### config.mk
export PLATFORM = sky130hd
export DESIGN_NAME = d2h_fis_tagger
export DESIGN_NICKNAME = d
export VERILOG_FILES = /design/src/verilog/sata_fis_pkg.sv /design/src/verilog/d2h_fis_tagger.sv
export SDC_FILE = /design/constraint.sdc
export NUM_CORES = 1
export LEC_CHECK = 0
export BUFFER_PORTS_ARGS = -buffer_cell sky130_fd_sc_hd__buf_2
export CORE_AREA = 2 2 42 44
export DETAILED_ROUTE_END_ITERATION = 10
export DIE_AREA = 0 0 44 46
export PLACE_DENSITY = 0.78
export SLEW_MARGIN = 20
export SYNTH_ARGS = -nofsm -noshare
export SYNTH_HDL_FRONTEND = slang
export SYNTH_SLANG_ARGS = --single-unit
### constraint.sdc
create_clock -name clk -period 1.7 [get_ports clk]
set_clock_uncertainty 0.1 [all_clocks]
set_input_delay 0.085 -clock clk [delete_from_list [all_inputs] [get_ports clk]]
set_output_delay 0.085 -clock clk [all_outputs]
set_load 0.05 [all_outputs]
### src/verilog/sata_fis_pkg.sv
`default_nettype none

package sata_fis_pkg;

    // host -> device word kind, as written by the AHCI side
    typedef enum logic [1:0] {
        FIS_DATA = 2'd0, // body dword
        FIS_HEAD = 2'd1, // first dword of a FIS
        FIS_LAST = 2'd2  // final dword, frame may start right away
    } h2d_type_t;

    // device -> host word kind, as seen by the host
    typedef enum logic [1:0] {
        D2H_DMA  = 2'd0, // body data
        D2H_HEAD = 2'd1, // first received dword
        D2H_OK   = 2'd2, // status, FIS received fine
        D2H_ERR  = 2'd3  // status, FIS invalidated by link
    } d2h_type_t;

    typedef logic [1:0] fis_mask_t; // word mask, passed through as is

    // 36-bit FIFO entries, kind in the top bits
    typedef struct packed {
        h2d_type_t   kind;
        fis_mask_t   mask;
        logic [31:0] data;
    } h2d_entry_t;

    typedef struct packed {
        d2h_type_t   kind;
        fis_mask_t   mask;
        logic [31:0] data;
    } d2h_entry_t;

    // default sizes
    localparam int DEF_FIFO_ADDR_WIDTH    = 9; // 512 dwords per direction
    localparam int DEF_BITS_TO_START_XMIT = 6; // start xmit at 64 buffered dwords

    // flow flag thresholds
    localparam int H2D_READY_MARGIN = 8;  // host stops when this close to full
    localparam int D2H_BUSY_MARGIN  = 64; // link throttles device this close to full
    localparam int D2H_MANY_LEVEL   = 8;  // burst-worthy amount for the host DMA

endpackage

`default_nettype wire

### src/verilog/d2h_fis_tagger.sv
`timescale 1ns/1ps
`default_nettype none

module d2h_fis_tagger (
    input  wire logic                    clk,
    input  wire logic                    rst,
    input  wire logic             [31:0] rx_data,
    input  wire sata_fis_pkg::fis_mask_t rx_mask,
    input  wire logic                    rx_valid,         // no back-pressure
    input  wire logic                    incom_start,      // FIS begins
    input  wire logic                    incom_done,       // FIS received ok
    input  wire logic                    incom_invalidate, // FIS received bad
    output logic                         fifo_wr,
    output sata_fis_pkg::d2h_entry_t     fifo_entry
);

    import sata_fis_pkg::*;

    d2h_type_t cur_tag;   // kind of the next entry
    logic      status_wr; // status entry goes out this cycle
    logic      fis_end;

    assign fis_end = incom_done || incom_invalidate;

    always_ff @(posedge clk) begin
        if (rst) begin
            cur_tag   <= D2H_HEAD;
            status_wr <= 1'b0;
        end else begin
            if (incom_start)
                cur_tag <= D2H_HEAD;
            else if (rx_valid)
                cur_tag <= D2H_DMA; // everything after the head
            else if (fis_end)
                cur_tag <= incom_invalidate ? D2H_ERR : D2H_OK;

            // only once per FIS, and only if a word came in
            status_wr <= fis_end && (cur_tag == D2H_DMA);
        end
    end

    assign fifo_wr = rx_valid || status_wr;

    always_comb begin
        fifo_entry.kind = cur_tag;
        if (status_wr) begin
            fifo_entry.mask = '0; // status carries no payload
            fifo_entry.data = '0;
        end else begin
            fifo_entry.mask = rx_mask;
            fifo_entry.data = rx_data;
        end
    end

    // status slot relies on the link leaving a gap after the last word
    a_no_data_at_end: assert property (@(posedge clk) disable iff (rst)
        !(rx_valid && fis_end));

endmodule

`default_nettype wire

# After elaboration in Yosys (flattened, before gate mapping)
# Index checks and enable logic that the tools add are counted.
# totals
regBits	3
# op_classes
muxes	4
n_reduce_logical	7
# op_table
cell	count
$mux W34	1
$mux W1	3
$reduce_or A3 Y1	1
$logic_not A2 Y1	1
$logic_or A1 B1 Y1	2
$reduce_bool A2 Y1	1
$reduce_or A2 Y1	1
$logic_and A1 B1 Y1	1

# Depth between registers and ports, before layout
# depth
word_depth	3
depth_mapped	2

# Worst setup path before layout
# OpenSTA, ideal clock, no wires.
# synth_path
path_type	reg2out
from	reg status_wr
to	out fifo_entry[18] (netlist bit)
t_arrival_ps	1204
slack_ps	311
stages_incl_launch_ff	3
path_cell_list	dfxtp_1 > clkbuf_1 > nor2b_1
# synth_rtl
item	line	source
start, declared	d2h_fis_tagger.sv:20	logic status_wr;
start signal, assigned	d2h_fis_tagger.sv:38	status_wr <= fis_end && (cur_tag == D2H_DMA);
end, declared	d2h_fis_tagger.sv:14	output sata_fis_pkg::d2h_entry_t fifo_entry

# Worst setup path after layout
# layout_path
from	in rst
to	reg cur_tag[1]
# layout_between
elab_chain_cells	1
# layout_rtl
item	line	source
start, declared	d2h_fis_tagger.sv:6	input wire logic rst,
$reduce_or A3 Y1 (no source line)	--	
end signal, assigned	d2h_fis_tagger.sv:35	cur_tag <= incom_invalidate ? D2H_ERR : D2H_OK;
end, declared	d2h_fis_tagger.sv:19	d2h_type_t cur_tag;
# No other way between the ends.
# A chain may end at the register's enable or synchronous reset.

==> impl_metrics.json <==
{
  "chipWidth_um": 44,
  "worst-slew-pin-transition_ps": 431,
  "place.gp.congestion": 0.599,
  "regToRegStartpoint": "cur_tag[1]$_SDFFE_PP0P_",
  "r2r_end": "cur_tag[1]$_SDFFE_PP0P_",
  "combinationalPowerShare_pct": 63.0,
  "num_io_pins": 77,
  "vdd.ir_drop.worst_uv": 292,
  "total_leakage_power_nw": 0.497,
  "grt_max_degree": 36,
  "cts_sinks": 3,
  "globalRouteOverflowTotal": 0,
  "wire_per_inst_um": 9.20,
  "worst-endpoint-required_ps": 1770,
  "synth.ff_latch_count": 3,
  "synth_net_count": 88,
  "period_needed_ps": 1530,
  "p_sw_mw": 0.283,
  "setup_total_negative_slack_ps": 0,
  "tritoncts": "built",
  "postLayoutSetupSlackWorst_ps": 173,
  "core.rowCount": 15,
  "yosys.cell_types.count": 11,
  "die_height_um": 46,
  "placement.setup.worst_slack_ps": 143,
  "grt_use_total_pct": 11.7,
  "timing.final.setup_violations": 0,
  "grt_first_pass_wirelength_um": 1790,
  "initial_core_util_pct": 24.5,
  "cp_max_fo": 3,
  "drc": 0,
  "critical_path.startpoint_type": "input pin",
  "synth.yosys.warnings": 0,
  "drive_above_1_share_pct": 78.9,
  "buffer_levels_on_the_longest_clock_path": 2,
  "dr.first_iter.drc_count": 1,
  "initial_antenna_violation_count": 0,
  "synth.yosys.seq_area_share_pct": 15.2,
  "hold_viol_final": 0,
  "power-per-cell-area_nw_per_um2": 657,
  "fp.dieArea_um2": 2020,
  "min_path_type": "in -> reg",
  "vias": 601,
  "dp.final_hpwl_um": 1100,
  "final_max_slew_viol_count": 0,
  "multiInputGateArea_um2": 324,
  "count_of_filler_cells_inserted_in_the_layout": 177,
  "drv.max_cap_violation_count": 0,
  "cellInternalPower_mw": 0.271,
  "finalCritPeriodShare_pct": 89.8,
  "utilization_pct": 52.2,
  "timing.hold.worst_path_depth": 3,
  "core-area_um2": 1610,
  "syn_std_cell_area_um2": 395,
  "n_antenna_cell": 0,
  "r2r_slack_ps": 340,
  "vias_in_the_first_global_route": 475,
  "final.hold.worst_slack_ps": 42.7,
  "cts_root_buf": "sky130_fd_sc_hd__clkbuf_4",
  "min_to": "status_wr$_SDFF_PP0_",
  "detail-route-antenna-nets": 0,
  "insertion_delay_ps": 230,
  "area_growth_pct": 113,
  "power.switching_fraction_pct": 51.1,
  "share_seq_of_total_power_pct": 14.4,
  "hold_path_startpoint": "incom_done",
  "detail_route.first_pass.iterations": 3,
  "io_buffer_count": 76,
  "maxSlewHeadroom_pct": 71.3,
  "synth_area_per_cell_um2": 8.24,
  "clk_pin_slew_worst_paths_ps": 40,
  "cts-buffers-inserted": 3,
  "run_status": "complete, no violations",
  "drt_wl_total_um": 1330,
  "rsz0062_at_grt": "false",
  "cp_data_arrival_time_ps": 1600,
  "clockPowerShare_pct": 22.5,
  "critical_path_class": "in -> reg",
  "layout.area.seq_um2": 61.3,
  "final_net_count": 169,
  "r2r.worst_path.cells": 3,
  "max_clock_freq_ghz": 0.655,
  "cts_max_level": 1,
  "post_synth_inst_count": 48,
  "via_cell_ratio": 4.14,
  "critical_path.endpoint_type": "flip-flop"
}
## worst max-delay path, cell delays in order
cell and delay (ps):
sky130_fd_sc_hd__dlygate4sd3_1 530, sky130_fd_sc_hd__buf_2 130, sky130_fd_sc_hd__nor4_1 260, sky130_fd_sc_hd__dlygate4sd3_1 590
## what timing repair did
action,4_1_cts,5_1_grt
gates resized for setup,1,0
hold buffers,3,0
buffers inserted,0,0
hold endpoints to repair,3,0
setup endpoints to repair,31,0
## how the worst max path moves through the flow
stage	cells past startpoint	endpoint	startpoint
5_1_grt	4	cur_tag[1]$_SDFFE_PP0P_	rst
3_3_place_gp	2	fifo_entry[10]	status_wr$_SDFF_PP0_
6_report	4	cur_tag[1]$_SDFFE_PP0P_	rst
2_1_floorplan	2	fifo_entry[18]	status_wr$_SDFF_PP0_
4_1_cts	2	fifo_entry[14]	status_wr$_SDFF_PP0_
3_5_place_dp	2	fifo_entry[14]	status_wr$_SDFF_PP0_
## registers in the layout, indices dropped and copies added (netlist names)
name,count
cur_tag,2
status_wr,1
## metal layers
layer	vias up	routed length, um	global-route usage (%)	share of wire [%]
met5	-	0	0	0
met3	0	155	1.98	12
met2	34	786	24.7	59
met4	0	0	5.45	0
li1	311	-	-	-
met1	256	393	10.3	29
## cells in the final DEF (no fill, tap or decap)
cell type / count
sky130_fd_sc_hd__or4_1: 1
sky130_fd_sc_hd__dfxtp_2: 1
sky130_fd_sc_hd__nor2b_1: 5
sky130_fd_sc_hd__clkbuf_4: 3
sky130_fd_sc_hd__nor4_1: 2
sky130_fd_sc_hd__dfxtp_1: 2
sky130_fd_sc_hd__nor3_1: 1
sky130_fd_sc_hd__nor3b_1: 1
sky130_fd_sc_hd__nor2_1: 1
sky130_fd_sc_hd__and2b_1: 10
sky130_fd_sc_hd__buf_2: 76
sky130_fd_sc_hd__dlygate4sd3_1: 3
sky130_fd_sc_hd__clkbuf_1: 1
sky130_fd_sc_hd__or2_2: 1
sky130_fd_sc_hd__and2b_2: 20
## cells by family after synthesis
group	Yosys count	synth area share, %
buf+inv	3	2.85
simple gates	42	82.0
flops	3	15.2
## cell usage after synthesis
| cell type | number | share of area, % |
|---|---|---|
| sky130_fd_sc_hd__or2_2 | 1 | 1.6 |
| sky130_fd_sc_hd__nor3_1 | 1 | 1.3 |
| sky130_fd_sc_hd__dfxtp_1 | 3 | 15 |
| sky130_fd_sc_hd__nor2b_1 | 5 | 7.9 |
| sky130_fd_sc_hd__nor4_1 | 2 | 3.2 |
| sky130_fd_sc_hd__and2b_1 | 10 | 19 |
| sky130_fd_sc_hd__or4_1 | 1 | 1.9 |
| sky130_fd_sc_hd__nor2_1 | 1 | 0.95 |
| sky130_fd_sc_hd__clkbuf_1 | 3 | 2.8 |
| sky130_fd_sc_hd__nor3b_1 | 1 | 1.9 |
| sky130_fd_sc_hd__and2b_2 | 20 | 44 |
## area by class of cell
class                      instances  share of cell area, %
timing repair buffer              79                   48.7
tap                               17                   2.52
clock buffer                       4                   3.12
sequential                         3                   7.27
multi-input combinational         42                   38.4
## metrics by stage
stage	power, mW	area [um^2]	cells
3_3_place_gp	0.424	786	138
4_1_cts	0.564	843	145
5_1_grt	0.583	843	145
2_1_floorplan	0.333	395	48
6_report	0.554	843	145
3_5_place_dp	0.428	786	138
## power by group through the flow
stage               Clock [mW]  Sequential [mW]  Combinational [mW]
floorplan                    0           0.0845               0.248
detailed placement           0           0.0813               0.347
global placement             0           0.0805               0.343
finish                   0.125           0.0798               0.349
CTS                      0.132           0.0803               0.352
global route             0.135           0.0813               0.367
No activity file was read; power rests on OpenSTA's default activity.
