## src/verilog/fifo_fill_ctrl.sv

```systemverilog
`timescale 1ns/1ps
`default_nettype none

module fifo_fill_ctrl #(
    parameter int ADDR_WIDTH  = 9,
    parameter int FULL_MARGIN = 8, // almost_full once free words <= margin
    parameter int MANY_LEVEL  = 8  // many once fill >= level
) (
    input  wire logic                  clk,
    input  wire logic                  rst,
    input  wire logic                  wr,        // push one word
    input  wire logic                  rd,        // pop the output word
    output logic      [ADDR_WIDTH-1:0] mem_waddr,
    output logic      [ADDR_WIDTH-1:0] mem_raddr,
    output logic                       mem_re,    // ram -> prefetch latch
    output logic                       out_load,  // prefetch latch -> output reg
    output logic                       out_valid,
    output logic        [ADDR_WIDTH:0] fill,      // written, not yet popped
    output logic                       almost_full,
    output logic                       many
);

    localparam int DEPTH = 1 << ADDR_WIDTH;
    localparam logic [ADDR_WIDTH:0] FULL_LEVEL = (ADDR_WIDTH+1)'(DEPTH);
    localparam logic [ADDR_WIDTH:0] AF_LEVEL   = (ADDR_WIDTH+1)'(DEPTH - FULL_MARGIN);
    localparam logic [ADDR_WIDTH:0] MANY_FILL  = (ADDR_WIDTH+1)'(MANY_LEVEL);

    logic                pre_valid; // ram read latch holds a word
    logic [ADDR_WIDTH:0] mem_cnt;   // words still only in the array

    assign mem_cnt  = fill - (ADDR_WIDTH+1)'(pre_valid) - (ADDR_WIDTH+1)'(out_valid);
    assign out_load = pre_valid && (!out_valid || rd); // output reg free by next edge
    assign mem_re   = (mem_cnt != '0) && (!pre_valid || out_load); // latch free by next edge

    always_ff @(posedge clk) begin
        if (rst) begin
            mem_waddr <= '0;
            mem_raddr <= '0;
            fill      <= '0;
            pre_valid <= 1'b0;
            out_valid <= 1'b0;
        end else begin
            if (wr)
                mem_waddr <= mem_waddr + 1'b1;
            if (mem_re)
                mem_raddr <= mem_raddr + 1'b1;

            case ({wr, rd})
                2'b10:   fill <= fill + 1'b1;
                2'b01:   fill <= fill - 1'b1;
                default: fill <= fill; // both or neither
            endcase

            if (mem_re)
                pre_valid <= 1'b1;
            else if (out_load)
                pre_valid <= 1'b0; // moved on, nothing behind it

            if (out_load)
                out_valid <= 1'b1;
            else if (rd)
                out_valid <= 1'b0;
        end
    end

    assign almost_full = (fill >= AF_LEVEL);
    assign many        = (fill >= MANY_FILL);

    // writer must watch its flow flag
    a_no_overflow: assert property (@(posedge clk) disable iff (rst)
        !(wr && (fill == FULL_LEVEL)));

    // reader pops only a presented word
    a_no_underflow: assert property (@(posedge clk) disable iff (rst)
        rd |-> out_valid);

endmodule

`default_nettype wire

```

## config.mk

```make
export PLATFORM = sky130hd
export DESIGN_NAME = fifo_fill_ctrl
export DESIGN_NICKNAME = d
export VERILOG_FILES = /design/src/verilog/fifo_fill_ctrl.sv
export SDC_FILE = /design/constraint.sdc
export NUM_CORES = 1
export LEC_CHECK = 0
export ABC_AREA = 1
export BUFFER_PORTS_ARGS = -buffer_cell sky130_fd_sc_hd__buf_2
export CAP_MARGIN = 10
export CORE_UTILIZATION = 45
export DETAILED_ROUTE_END_ITERATION = 12
export PLACE_DENSITY_LB_ADDON = 0.08
export SYNTH_ARGS = -nofsm -noshare
export SYNTH_HDL_FRONTEND = slang
export SYNTH_SLANG_ARGS = --single-unit
```

## constraint.sdc

```tcl
create_clock -name clk -period 2.37 [get_ports clk]
set_input_delay 0.3555 -clock clk [delete_from_list [all_inputs] [get_ports clk]]
set_output_delay 0.3555 -clock clk [all_outputs]
set_load 0.01 [all_outputs]
```

### Word level (Yosys, flattened, before mapping)

Index checks and enable logic that the tools add are counted.

| storage, ports and cells | value |
|---|---|
| flip-flop bits (word level) | 30 |
| input bits | 4 |
| output and inout port bits | 33 |
| word-level logic and storage cells | 30 |

| cells by class | value |
|---|---|
| $add $sub $neg | 6 |
| order comparisons | 2 |
| eq/ne operators | 2 |
| mux-type cells | 5 |
| reduce and logical (&&, ||, !) cells | 10 |

Operators by type and width:

| cell | count |
|---|---|
| 10-bit case mux with 2 select lines | 1 |
| 10-bit by 1-bit subtractor with 10-bit output | 2 |
| 9-bit by 1-bit adder with 9-bit output, second input constant | 2 |
| 10-bit by 1-bit adder with 10-bit output, second input constant | 1 |
| 10-bit by 4-bit greater-or-equal comparator with 1-bit output, second input constant | 1 |
| 10-bit by 9-bit greater-or-equal comparator with 1-bit output, second input constant | 1 |
| 10-bit nonzero test | 1 |
| 10-bit by 1-bit subtractor with 10-bit output, second input constant | 1 |
| 2-bit nonzero test | 3 |
| 1-bit 2-to-1 mux | 4 |
| 2-bit by 1-bit == test with 1-bit output, second input constant | 1 |
| 2-bit == test, second input constant | 1 |
| 1-bit logical AND | 2 |
| 1-bit logical NOT | 2 |
| 1-bit logical OR | 2 |

### Longest topological paths before layout

Gate-level depths: netlist of run 1.

| depth | value |
|---|---|
| depth after elaboration | 6 |
| gate-level depth with buffers | 17 |
| depth with buffers taken out | 17 |

### Worst setup path before layout of run 1

No wires, ideal clock.

| timing | value |
|---|---|
| kind | register -> output |
| start | register fill[0] |
| end | output port mem_re |
| arrival | 2.308 ns |
| slack | -0.293 ns |
| stages on the path, launching flop included | 16 |
| buffers on the path | 0 |
| path through | dfxtp_1 -> inv_1 -> fa_1 -> inv_1 -> ha_1 -> nor2_2 -> ha_1 -> inv_1 -> nand2_1 -> nand2_1 -> nor2_1 -> nand3_1 -> nor2_2 -> nand3_4 -> nand2_4 -> inv_2 |

| between the ends | value |
|---|---|
| longest elaborated chain between the ends | 4 |

RTL lines:

| what | line | RTL |
|---|---|---|
| start: declaration | 18 | `output logic [ADDR_WIDTH:0] fill,` |
| start signal: assignment | 49 | `2'b10: fill <= fill + 1'b1;` |
| start signal: assignment | 50 | `2'b01: fill <= fill - 1'b1;` |
| start signal: assignment | 51 | `default: fill <= fill;` |
| 10-bit by 1-bit subtractor with 10-bit output (2 in a row) | 31 | `assign mem_cnt = fill - (ADDR_WIDTH+1)'(pre_valid) - (ADDR_WIDTH+1)'(out_valid);` |
| 10-bit nonzero test | 33 | `assign mem_re = (mem_cnt != '0) && (!pre_valid \|\| out_load);` |
| 1-bit logical AND | 33 |  |
| end: declaration | 15 | `output logic mem_re,` |

Every way passes these cells.

### Worst setup path in the final report of run 1

Same ends and word-level chain as after synthesis.

==> impl_metrics.ini, run 1 <==
[outcome]
status = complete, but fails checks
violations = setup timing

[run]
maxCapViolations = 0

[timing]
max_freq_ghz = 0.3528
slew_viol_final = 0
rsz0062_at_grt = true
slew_headroom_pct = 66.04
setup_viol = 11
period_share_pct = 119.6
period_needed_ns = 2.835
fin_skew_ns = 0.005080
worst_pin_slew_ns = 0.5094
finalHoldViolCount = 0
setup_ws_ns = -0.4648

[routing]
route.detailed.drc = 0
drtIter0Drc = 137
ant_nets = 0
via_count = 1963
via_per_inst = 4.982
routed_wl_um = 4796
wl_per_cell_um = 12.17
firstDrtPassIters = 4

[clock_network]
clockBufferDepth = 2
cts_buffers = 5
numClockSinks = 30
clockRootBuffer = clkbuf_8
insertion_delay_ns = 0.28
cts_tree = done
path_clk_slew_ns = 0.06
cts-htree-levels = 2

[synthesis]
synth_area_um2 = 1961
yosys_warnings = 0
synth.avg_cell_area_um2 = 6.855
yosys.area.top_type = dfxtp_1
yosysMostFrequentCell = nand2_1
async_reset_ff_share_pct = 0
synth_edf_count = 0
synth_fp_nets = 306
synth-main-ff-cell = dfxtp_1
ys_seq_elements = 30
ys_top_cells_by_area = dfxtp_1 (31%), nand2_1 (11%), ha_1 (8.9%), a21oi_1 (7.1%), inv_1 (6.9%)
synth.distinct_cells = 34
syn_inst = 286
synth_top_area_share_pct = 30.63
ys_seq_area_share_pct = 30.63
synth_common_cells = nand2_1 (55), inv_1 (36), nor2_1 (33)

[worst_hold_path]
min_path_type = input port to flip-flop
hold_depth = 4

[worst_setup_path]
crit_required_ns = 2.01
crit_slowest_cell = fa_1
cp-start-kind = flip-flop
crit_chain = inv_4, fa_1, inv_1, ha_2, nor2_4, ha_4, inv_2, nand2_1, nand2_1, nor2_1, nand3_1, nor2_2, nand3_4, nand2_4, inv_4, buf_6
cp_top_family = adder cells
path_depth = 16
arrival_ns = 2.48
end_kind = primary output
cp_max_fo = 4
critical-path-max-stage-delay_ns = 0.49
worst-path-buf-inv = 5
path_class = flip-flop to primary output
r2r_cells = 21

[grt]
antenna_found_initial = 0
grt-ovfl-total = 0
grt_pass1_wl_um = 7396
grtUsageTotal_pct = 21.46
grt_max_degree = 22
grt_pass1_vias = 1685

[placement]
routabilityCongestion = 0.8591
port_buffers = 36
place_area_um2 = 2297
hpwl_um = 3458

[power]
netSwitchingFraction_pct = 36.07
power_frac_seq_pct = 37.4
pwr-share-comb_pct = 36.4
vdd_drop_max_mv = 0.4359
p_total_w = 0.001631
p_leak_nw = 1.332
p_int_w = 0.001043
p_per_area_nw_per_um2 = 634.9
pwr-share-clk_pct = 26.1
p_sw_w = 0.0005883

[floorplanning]
rows = 23
core-area_um2 = 4086
ios = 37
die_y_um = 68.01
die_w_um = 68.01
start_util_pct = 47.98
die_area_um2 = 4625

[layout]
nets = 363
syn_to_final_growth_pct = 31.01
final_area_um2 = 2569
drive_gt1_share_pct = 28.78
num_antenna_cells = 0
-- repair_timing --
item	CTS	global route
buffers inserted	1	6
gates resized for setup	5	33
pin swaps	2	13
hold buffers	0	0
setup endpoints to repair	11	11
-- cells in the final DEF, fill, tap and decap left out, drive strengths merged, types with 2 or more instances in the layout --
master and n:
fa 2, nor2 37, xnor2 6, o21ai 17, nor3 2, a21oi 30
nand2 57, buf 55, clkbuf 7, nand4 2, and3 2, ha 14
inv 38, dfxtp 30, nand3 27, xor2 6
-- registers in the layout (all words and copies together) (netlist names) --
register / cells
mem_waddr: 9
fill: 10
out_valid: 1
mem_raddr: 9
pre_valid: 1
-- metal layers --
layer  vias to the layer above  global-route usage, %  share of wire, %  routed length (µm)
li1                       1047                      -                 -                   -
met5                         -                      0                 0                   0
met3                         4                  4.333               5.2                 248
met1                       870                  28.89                49                2362
met2                        42                  33.95                45                2141
met4                         0                  7.031              0.92                  44
-- metrics by stage --
stage / setup WS (ns) / TNS, ns / cells / utilization (%) / hold WS (ns)
4_1_cts: -0.4707 / -1.044 / 389 / 59.06 / 0.3873
2_1_floorplan: -0.1154 / -0.1154 / 286 / - / 0.4449
3_5_place_dp: -0.1885 / -0.9385 / 380 / 56.22 / 0.4365
3_3_place_gp: -0.1468 / -0.4122 / 380 / 56.22 / 0.4292
6_report: -0.4648 / -4.022 / 394 / 62.86 / 0.3858
5_1_grt: -0.5952 / -5.626 / 394 / 62.86 / 0.4025
-- logic make-up after synthesis --
family	Yosys count	share of synthesized area (%)
flip-flops	30	30.63
AO/OA/AOI/OAI	53	14.68
AND/OR/NAND/NOR	132	30.12
adder cells (fa/ha/maj)	16	10.98
XOR/XNOR	12	5.361
buffers and inverters	43	8.232
-- worst paths after layout --
path	startpoint	end	slack, ns
max reg2reg	fill[0]	mem_raddr[6]	-0.42
min	rd	out_valid	0.39
max	fill[0]	mem_re	-0.46
min reg2reg	mem_waddr[8]	mem_waddr[8]	0.45
-- area by class of cell --
cell class / instances / area [µm²]
Tap cell: 50 / 62.56
Fill cell: 373 / 1518
Multi-Input combinational cell: 213 / 1301
Inverter: 38 / 147.6
Clock inverter: 1 / 5.005
Timing Repair Buffer: 55 / 360.3
Sequential cell: 30 / 605.6
Clock buffer: 7 / 86.33
-- worst reg2reg max path, stage by stage, from the launching register on --
cell	delay [ns]
dfxtp_4	0.35
inv_4	0.03
fa_1	0.49
inv_1	0.05
ha_2	0.18
nor2_4	0.14
ha_4	0.17
inv_2	0.03
nand2_1	0.05
nand2_1	0.05
nor2_1	0.11
nand3_1	0.11
nor2_2	0.14
nand3_4	0.09
nand2_4	0.09
buf_6	0.10
buf_6	0.08
buf_6	0.08
buf_6	0.09
buf_12	0.14
nand2_4	0.05
a21oi_2	0.13
-- power groups by stage --
stage	Sequential [W]	Clock, W	Combinational [W]
after floorplan	0.000625	0	0.000332
after global placement	0.000617	0	0.000496
after detailed placement	0.000617	0	0.000505
after CTS	0.000607	0.000434	0.000519
after global routing	0.000617	0.000457	0.000667
final	0.000611	0.000426	0.000594
Note: power is estimated with default switching activity, not from simulation.
==> inputs of run 2 (changes only) <==
--- a/config.mk
+++ b/config.mk
@@ -6,8 +6,10 @@
 export NUM_CORES = 1
 export LEC_CHECK = 0
 export ABC_AREA = 1
+export ABC_CLOCK_PERIOD_IN_PS = 2370
 export BUFFER_PORTS_ARGS = -buffer_cell sky130_fd_sc_hd__buf_2
 export CAP_MARGIN = 10
+export CORE_ASPECT_RATIO = 2
 export CORE_UTILIZATION = 45
 export DETAILED_ROUTE_END_ITERATION = 12
 export PLACE_DENSITY_LB_ADDON = 0.08
==> run 2 against run 1 <==
  * The run still ends with setup timing left
  * Core utilization decreased by 3.9 points
  * First-iteration DRC count decreased by 77%
  * Clock power decreased by 6.6%
  * Clock-buffer cell count increased by 1
  * Worst setup slack improved by 0.054 ns
  * Non-clock buffer count decreased by 5
  * Total power decreased by 5.1%
  * Cell area decreased by 5.3%
  * Sequential share of layout area increased by 1.3 points
  * Largest power group unchanged
==> impl_metrics.ini, run 2 (synthesis gave the netlist of run 1 again) <==
[outcome]
status = complete, but fails checks
violations = setup timing

[clock_network]
path_clk_slew_ns = 0.07
cts_buffers = 5
cts_hold_buf = 0
cts-htree-levels = 2
clockBufferDepth = 2
clockRootBuffer = clkbuf_8
cts_tree = done
insertion_delay_ns = 0.28
numClockSinks = 30

[worst_hold_path]
hold_depth = 4
min_path_type = input port to flip-flop
hp-start = rd
hold_end = out_valid

[routing]
firstDrtPassIters = 4
via_count = 2000
m1WireLength_um = 1844
topRoutingLayerUsed = met4
wl_met2_um = 2753
met3_length_um = 132
wl_per_cell_um = 12.52
route.detailed.drc = 0
via_per_inst = 5.115
routed_wl_um = 4897
drtIter0Drc = 31
ant_nets = 0

[worst_setup_path]
worst_r2r_endpoint = mem_raddr[1]
crit_required_ns = 2.01
r2r_cells = 19
worstReg2RegStart = fill[0]
path_class = flip-flop to primary output
end_kind = primary output
cp-start-kind = flip-flop
r2r_setup_slack_ns = -0.19
cp_max_fo = 4
arrival_ns = 2.43

[timing]
slew_viol_final = 0
finalHoldViolCount = 0
tns_ns = -1.869
setup_viol = 10
fin_skew_ns = 0.006524
period_needed_ns = 2.781
rsz0062_at_grt = true
whs_ns = 0.3864
max_freq_ghz = 0.3596
period_share_pct = 117.3
slew_headroom_pct = 70.50
setup_ws_ns = -0.4112
worst_pin_slew_ns = 0.4424

[grt]
grt_pass1_vias = 1932
antenna_found_initial = 0
grtUsageTotal_pct = 24.02
grt_pass1_wl_um = 8521
grt-ovfl-total = 0
grt_max_degree = 22

[floorplanning]
start_util_pct = 47.48
ios = 37
die_y_um = 95.35
core-area_um2 = 4129
die_w_um = 48.68
die_area_um2 = 4641
rows = 33

[layout]
largest_reg_flops = 10
final_cell_mix = nand2_1 (52), buf_2 (35), inv_1 (34), nor2_1 (33)
syn_to_final_growth_pct = 24.12
final_cells = 391
multiInputGateArea_um2 = 1229
seq_area_um2 = 605.6
nFillCells = 440
drive_gt1_share_pct = 22.71
nets = 358
fin_util_pct = 58.94
largestRegisters = fill x10, mem_raddr x9, mem_waddr x9
final_common_cell = nand2_1
num_antenna_cells = 0
largest-register = fill

[power]
netSwitchingFraction_pct = 36.28
vdd_drop_max_mv = 0.5534
pwr-share-comb_pct = 34.7
p_per_area_nw_per_um2 = 635.9
p_int_w = 0.0009860
p_leak_nw = 1.227
p_sw_w = 0.0005615
pwr-share-clk_pct = 25.7
power_frac_seq_pct = 39.5

[run]
maxCapViolations = 0

[placement]
port_buffers = 36
routabilityCongestion = 0.8145
numPlacedInstances = 380
hpwl_um = 3767
pre_cts_ws_ns = -0.2124
[run 2: cell count changes in the layout (fill, tap and decap cells not counted), moves of 3 or more]
cell     before  now
a21oi_1      23   28
a21oi_2       7    2
buf_6         6    3
nand2_1      46   52
nand2_4       6    1
nor2_1       30   33
[run 2: power groups by stage]
stage	registers, W	logic (W)	clock network [W]
CTS	0.000613	0.000515	0.000416
floorplan	0.000625	0.000332	0
detailed placement	0.000624	0.000499	0
global route	0.000622	0.000611	0.000430
finish	0.000612	0.000537	0.000398
global placement	0.000622	0.000493	0
[run 2: critical path: stages (launching register included)]
cell,delay (ns)
dfxtp_4,0.36
inv_4,0.04
fa_1,0.50
inv_1,0.05
ha_2,0.18
nor2_4,0.11
ha_4,0.16
inv_2,0.03
nand2_1,0.04
nand2_1,0.05
nor2_1,0.08
nand3_1,0.10
nor2_2,0.13
nand3_4,0.09
nand2_4,0.09
inv_4,0.04
buf_6,0.11
[run 2: worst max-delay path by stage]
| stage | startpoint | endpoint | slack [ns] | depth (start not counted) |
|---|---|---|---|---|
| 6_report | fill[0] | mem_re | -0.41 | 16 |
| 5_1_grt | fill[0] | mem_re | -0.54 | 16 |
| 4_1_cts | fill[0] | mem_re | -0.50 | 16 |
| 3_5_place_dp | fill[0] | mem_re | -0.21 | 16 |
| 3_3_place_gp | fill[0] | mem_re | -0.15 | 16 |
| 2_1_floorplan | fill[0] | mem_re | -0.12 | 15 |
[run 2: layout make-up]
| class | count | share of cell area (%) |
|---|---|---|
| Multi-Input combinational cell | 213 | 50.49 |
| Sequential cell | 30 | 24.88 |
| Timing Repair Buffer | 50 | 12.60 |
| Inverter | 38 | 6.067 |
| Clock buffer | 8 | 3.290 |
| Tap cell | 52 | 2.674 |
[run 2: per-layer routing]
| metal | GRT usage (%) | up-vias |
|---|---|---|
| li1 | - | 1040 |
| met1 | 23.75 | 904 |
| met2 | 45.72 | 42 |
| met3 | 3.349 | 14 |
| met4 | 15.44 | 0 |
| met5 | 0 | - |
[run 2: through the flow]
| stage | power [W] | instance area [µm²] |
|---|---|---|
| final | 0.001547 | 2434 |
| after global routing | 0.001664 | 2434 |
| after CTS | 0.001544 | 2391 |
| after detailed placement | 0.001123 | 2285 |
| after global placement | 0.001115 | 2285 |
| after floorplan | 0.0009574 | 1976 |
[run 2: timing repair]
action	in CTS	in global routing
pin swaps	6	2
setup endpoints to repair	11	11
setup buffers	1	2
resized for setup	6	6
==> inputs of run 3 (changes only) <==
--- a/config.mk
+++ b/config.mk
@@ -10,7 +10,8 @@
 export BUFFER_PORTS_ARGS = -buffer_cell sky130_fd_sc_hd__buf_2
 export CAP_MARGIN = 10
 export CORE_ASPECT_RATIO = 2
-export CORE_UTILIZATION = 45
+export CORE_MARGIN = 8
+export CORE_UTILIZATION = 50
 export DETAILED_ROUTE_END_ITERATION = 12
 export PLACE_DENSITY_LB_ADDON = 0.08
 export SYNTH_ARGS = -nofsm -noshare
==> constraint.sdc (replaced) <==
create_clock -name clk -period 2.37 [get_ports clk]
set_input_delay 0.3555 -clock clk [delete_from_list [all_inputs] [get_ports clk]]
set_output_delay 0.3555 -clock clk [all_outputs]
set_load 0.02 [all_outputs]
==> run 3 against run 2 <==
  * The run still ends with setup timing left
  * Non-clock buffer count grew 3
  * Worst setup slack got worse by 0.013 ns
  * First-iteration DRC count rose by 110%
  * Via count grew 2.9%
  * Cell area up 5.2%
  * Wire length up 5.0%
  * Flip-flop and latch count is the same
  * Critical path depth fell by 2
  * Cell count up 0.51%
  * Register-to-register slack got worse by 0.17 ns
  * Largest power group is now combinational cells
  * Highest routed layer unchanged
==> impl_metrics.ini, run 3 (synthesis gave the netlist of run 1 again) <==
[worst_setup_path]
path_class = flip-flop to primary output
cpMostUsedCell = inv_4
worstReg2RegStart = fill[0]
worst_r2r_endpoint = mem_raddr[6]
crit_chain = inv_4, fa_1, inv_1, ha_2, nor2_4, ha_4, nand2_2, o21ai_2, nand2_1, nor2_2, nand3_4, nand2_4, inv_4, buf_6
cp-start-kind = flip-flop
r2r_setup_slack_ns = -0.36
arrival_ns = 2.44
r2r_cells = 19
crit_slowest_cell = fa_1
cp_max_fo = 4
critical-path-max-stage-delay_ns = 0.50
crit_required_ns = 2.01
end_kind = primary output

[grt]
grt_pass1_wl_um = 8590
antenna_found_initial = 0
grt_pass1_vias = 2013
grt_max_degree = 22
grt-ovfl-total = 0
grtUsageTotal_pct = 17.36

[clock_network]
cts_buffers = 5
clockRootBuffer = clkbuf_8
numClockSinks = 30
clockBufferDepth = 2
cts-htree-levels = 2
cts_hold_buf = 0
cts_tree = done
insertion_delay_ns = 0.29
path_clk_slew_ns = 0.07

[layout]
final_common_cell = nand2_1
syn_to_final_growth_pct = 30.57
num_antenna_cells = 0
largest-register = fill
final_cell_mix = nand2_1 (46), buf_2 (35), inv_1 (34), nor2_1 (30), dfxtp_1 (28)
drive_gt1_share_pct = 28.07
nFillCells = 353
largestRegisters = fill x10, mem_raddr x9, mem_waddr x9
fin_util_pct = 67.30
largest_reg_flops = 10
nets = 361
final_area_um2 = 2560

[timing]
rsz0062_at_grt = true
setup_ws_ns = -0.4245
period_share_pct = 117.9
finalHoldViolCount = 0
max_freq_ghz = 0.3578
tns_ns = -3.179
worst_pin_slew_ns = 0.5065
period_needed_ns = 2.795
slew_viol_final = 0
whs_ns = 0.3790
slew_headroom_pct = 66.24
fin_skew_ns = 0.004477
setup_viol = 11

[outcome]
violations = setup timing
status = complete, but fails checks

[routing]
firstDrtPassIters = 4
via_per_inst = 5.237
routed_wl_um = 5142
drtIter0Drc = 65
route.detailed.drc = 0
wl_per_cell_um = 13.08
via_count = 2058
ant_nets = 0

[worst_hold_path]
hp-start = rd
min_path_type = input port to flip-flop
hold_depth = 4
hold_end = out_valid

[floorplanning]
core-area_um2 = 3804
die_w_um = 60.28
die_area_um2 = 6303
rows = 32
die_y_um = 104.6
ios = 37
start_util_pct = 51.55

[power]
p_per_area_nw_per_um2 = 683.4
p_leak_nw = 1.342
vdd_drop_max_mv = 0.4502
p_total_w = 0.001749

[placement]
port_buffers = 36
hpwl_um = 3917
place_area_um2 = 2291
routabilityCongestion = 0.9149

[run]
maxCapViolations = 0
-- run 3: cell count changes in the layout (fill, tap and decap cells not counted), moves of 2 or more --
cell and delta:
clkbuf_1 -3, nor2_2 +3, nand2_1 -6, nor2_1 -3, a21oi_2 +4, clkinv_2 +2, buf_6 +2, nand2_4 +5
a21oi_1 -4
-- run 3: per-layer routing --
metal  share of wire [%]  vias up  track usage (%)
li1                    -     1041                -
met1                  37      960            16.38
met2                  56       44            31.85
met3                 3.5       13            3.317
met4                 3.8        0            10.33
met5                   0        -                0
-- run 3: how the worst max path moves through the flow --
| stage | start | endpoint | slack [ns] | cells past startpoint |
|---|---|---|---|---|
| 2_1_floorplan | fill[0] | mem_re | -0.16 | 15 |
| 6_report | fill[0] | mem_re | -0.42 | 14 |
| 5_1_grt | out_valid | mem_re | -0.56 | 15 |
| 4_1_cts | fill[0] | mem_re | -0.52 | 13 |
| 3_3_place_gp | fill[0] | mem_re | -0.18 | 16 |
| 3_5_place_dp | fill[0] | mem_re | -0.23 | 16 |
-- run 3: power by group --
part           internal, W  total [W]  switching (W)
Combinational     0.000257   0.000624       0.000367
Sequential        0.000546   0.000611      0.0000649
Clock             0.000309   0.000514       0.000205
Total              0.00111    0.00175       0.000637
-- run 3: layout make-up --
type / count / area, µm² / share of cell area, %
Sequential cell: 30 / 605.6 / 23.66
Tap cell: 51 / 63.81 / 2.493
Clock inverter: 3 / 40.04 / 1.564
Clock buffer: 5 / 68.82 / 2.688
Timing Repair Buffer: 53 / 341.6 / 13.34
Inverter: 38 / 147.6 / 5.767
Multi-Input combinational cell: 213 / 1292 / 50.49
-- run 3: timing repair --
action                     4_1_cts  5_1_grt
gates resized for setup          2       35
buffers inserted                 2        5
pin swaps                        4        8
setup endpoints to repair       11       11
-- run 3: through the flow --
step	std cells	worst slack, ns
3_5_place_dp	380	-0.2307
4_1_cts	389	-0.5181
6_report	393	-0.4245
3_3_place_gp	380	-0.1774
5_1_grt	393	-0.5631
2_1_floorplan	286	-0.1564
-- run 3: worst max-delay path, delay by kind of cell (launching register included) --
family	cells	cell delay, ns
buffers and inverters	4	0.24
flip-flops	1	0.36
AND/OR/NAND/NOR	6	0.60
adder cells (fa/ha/maj)	3	0.84
AO/OA/AOI/OAI	1	0.13
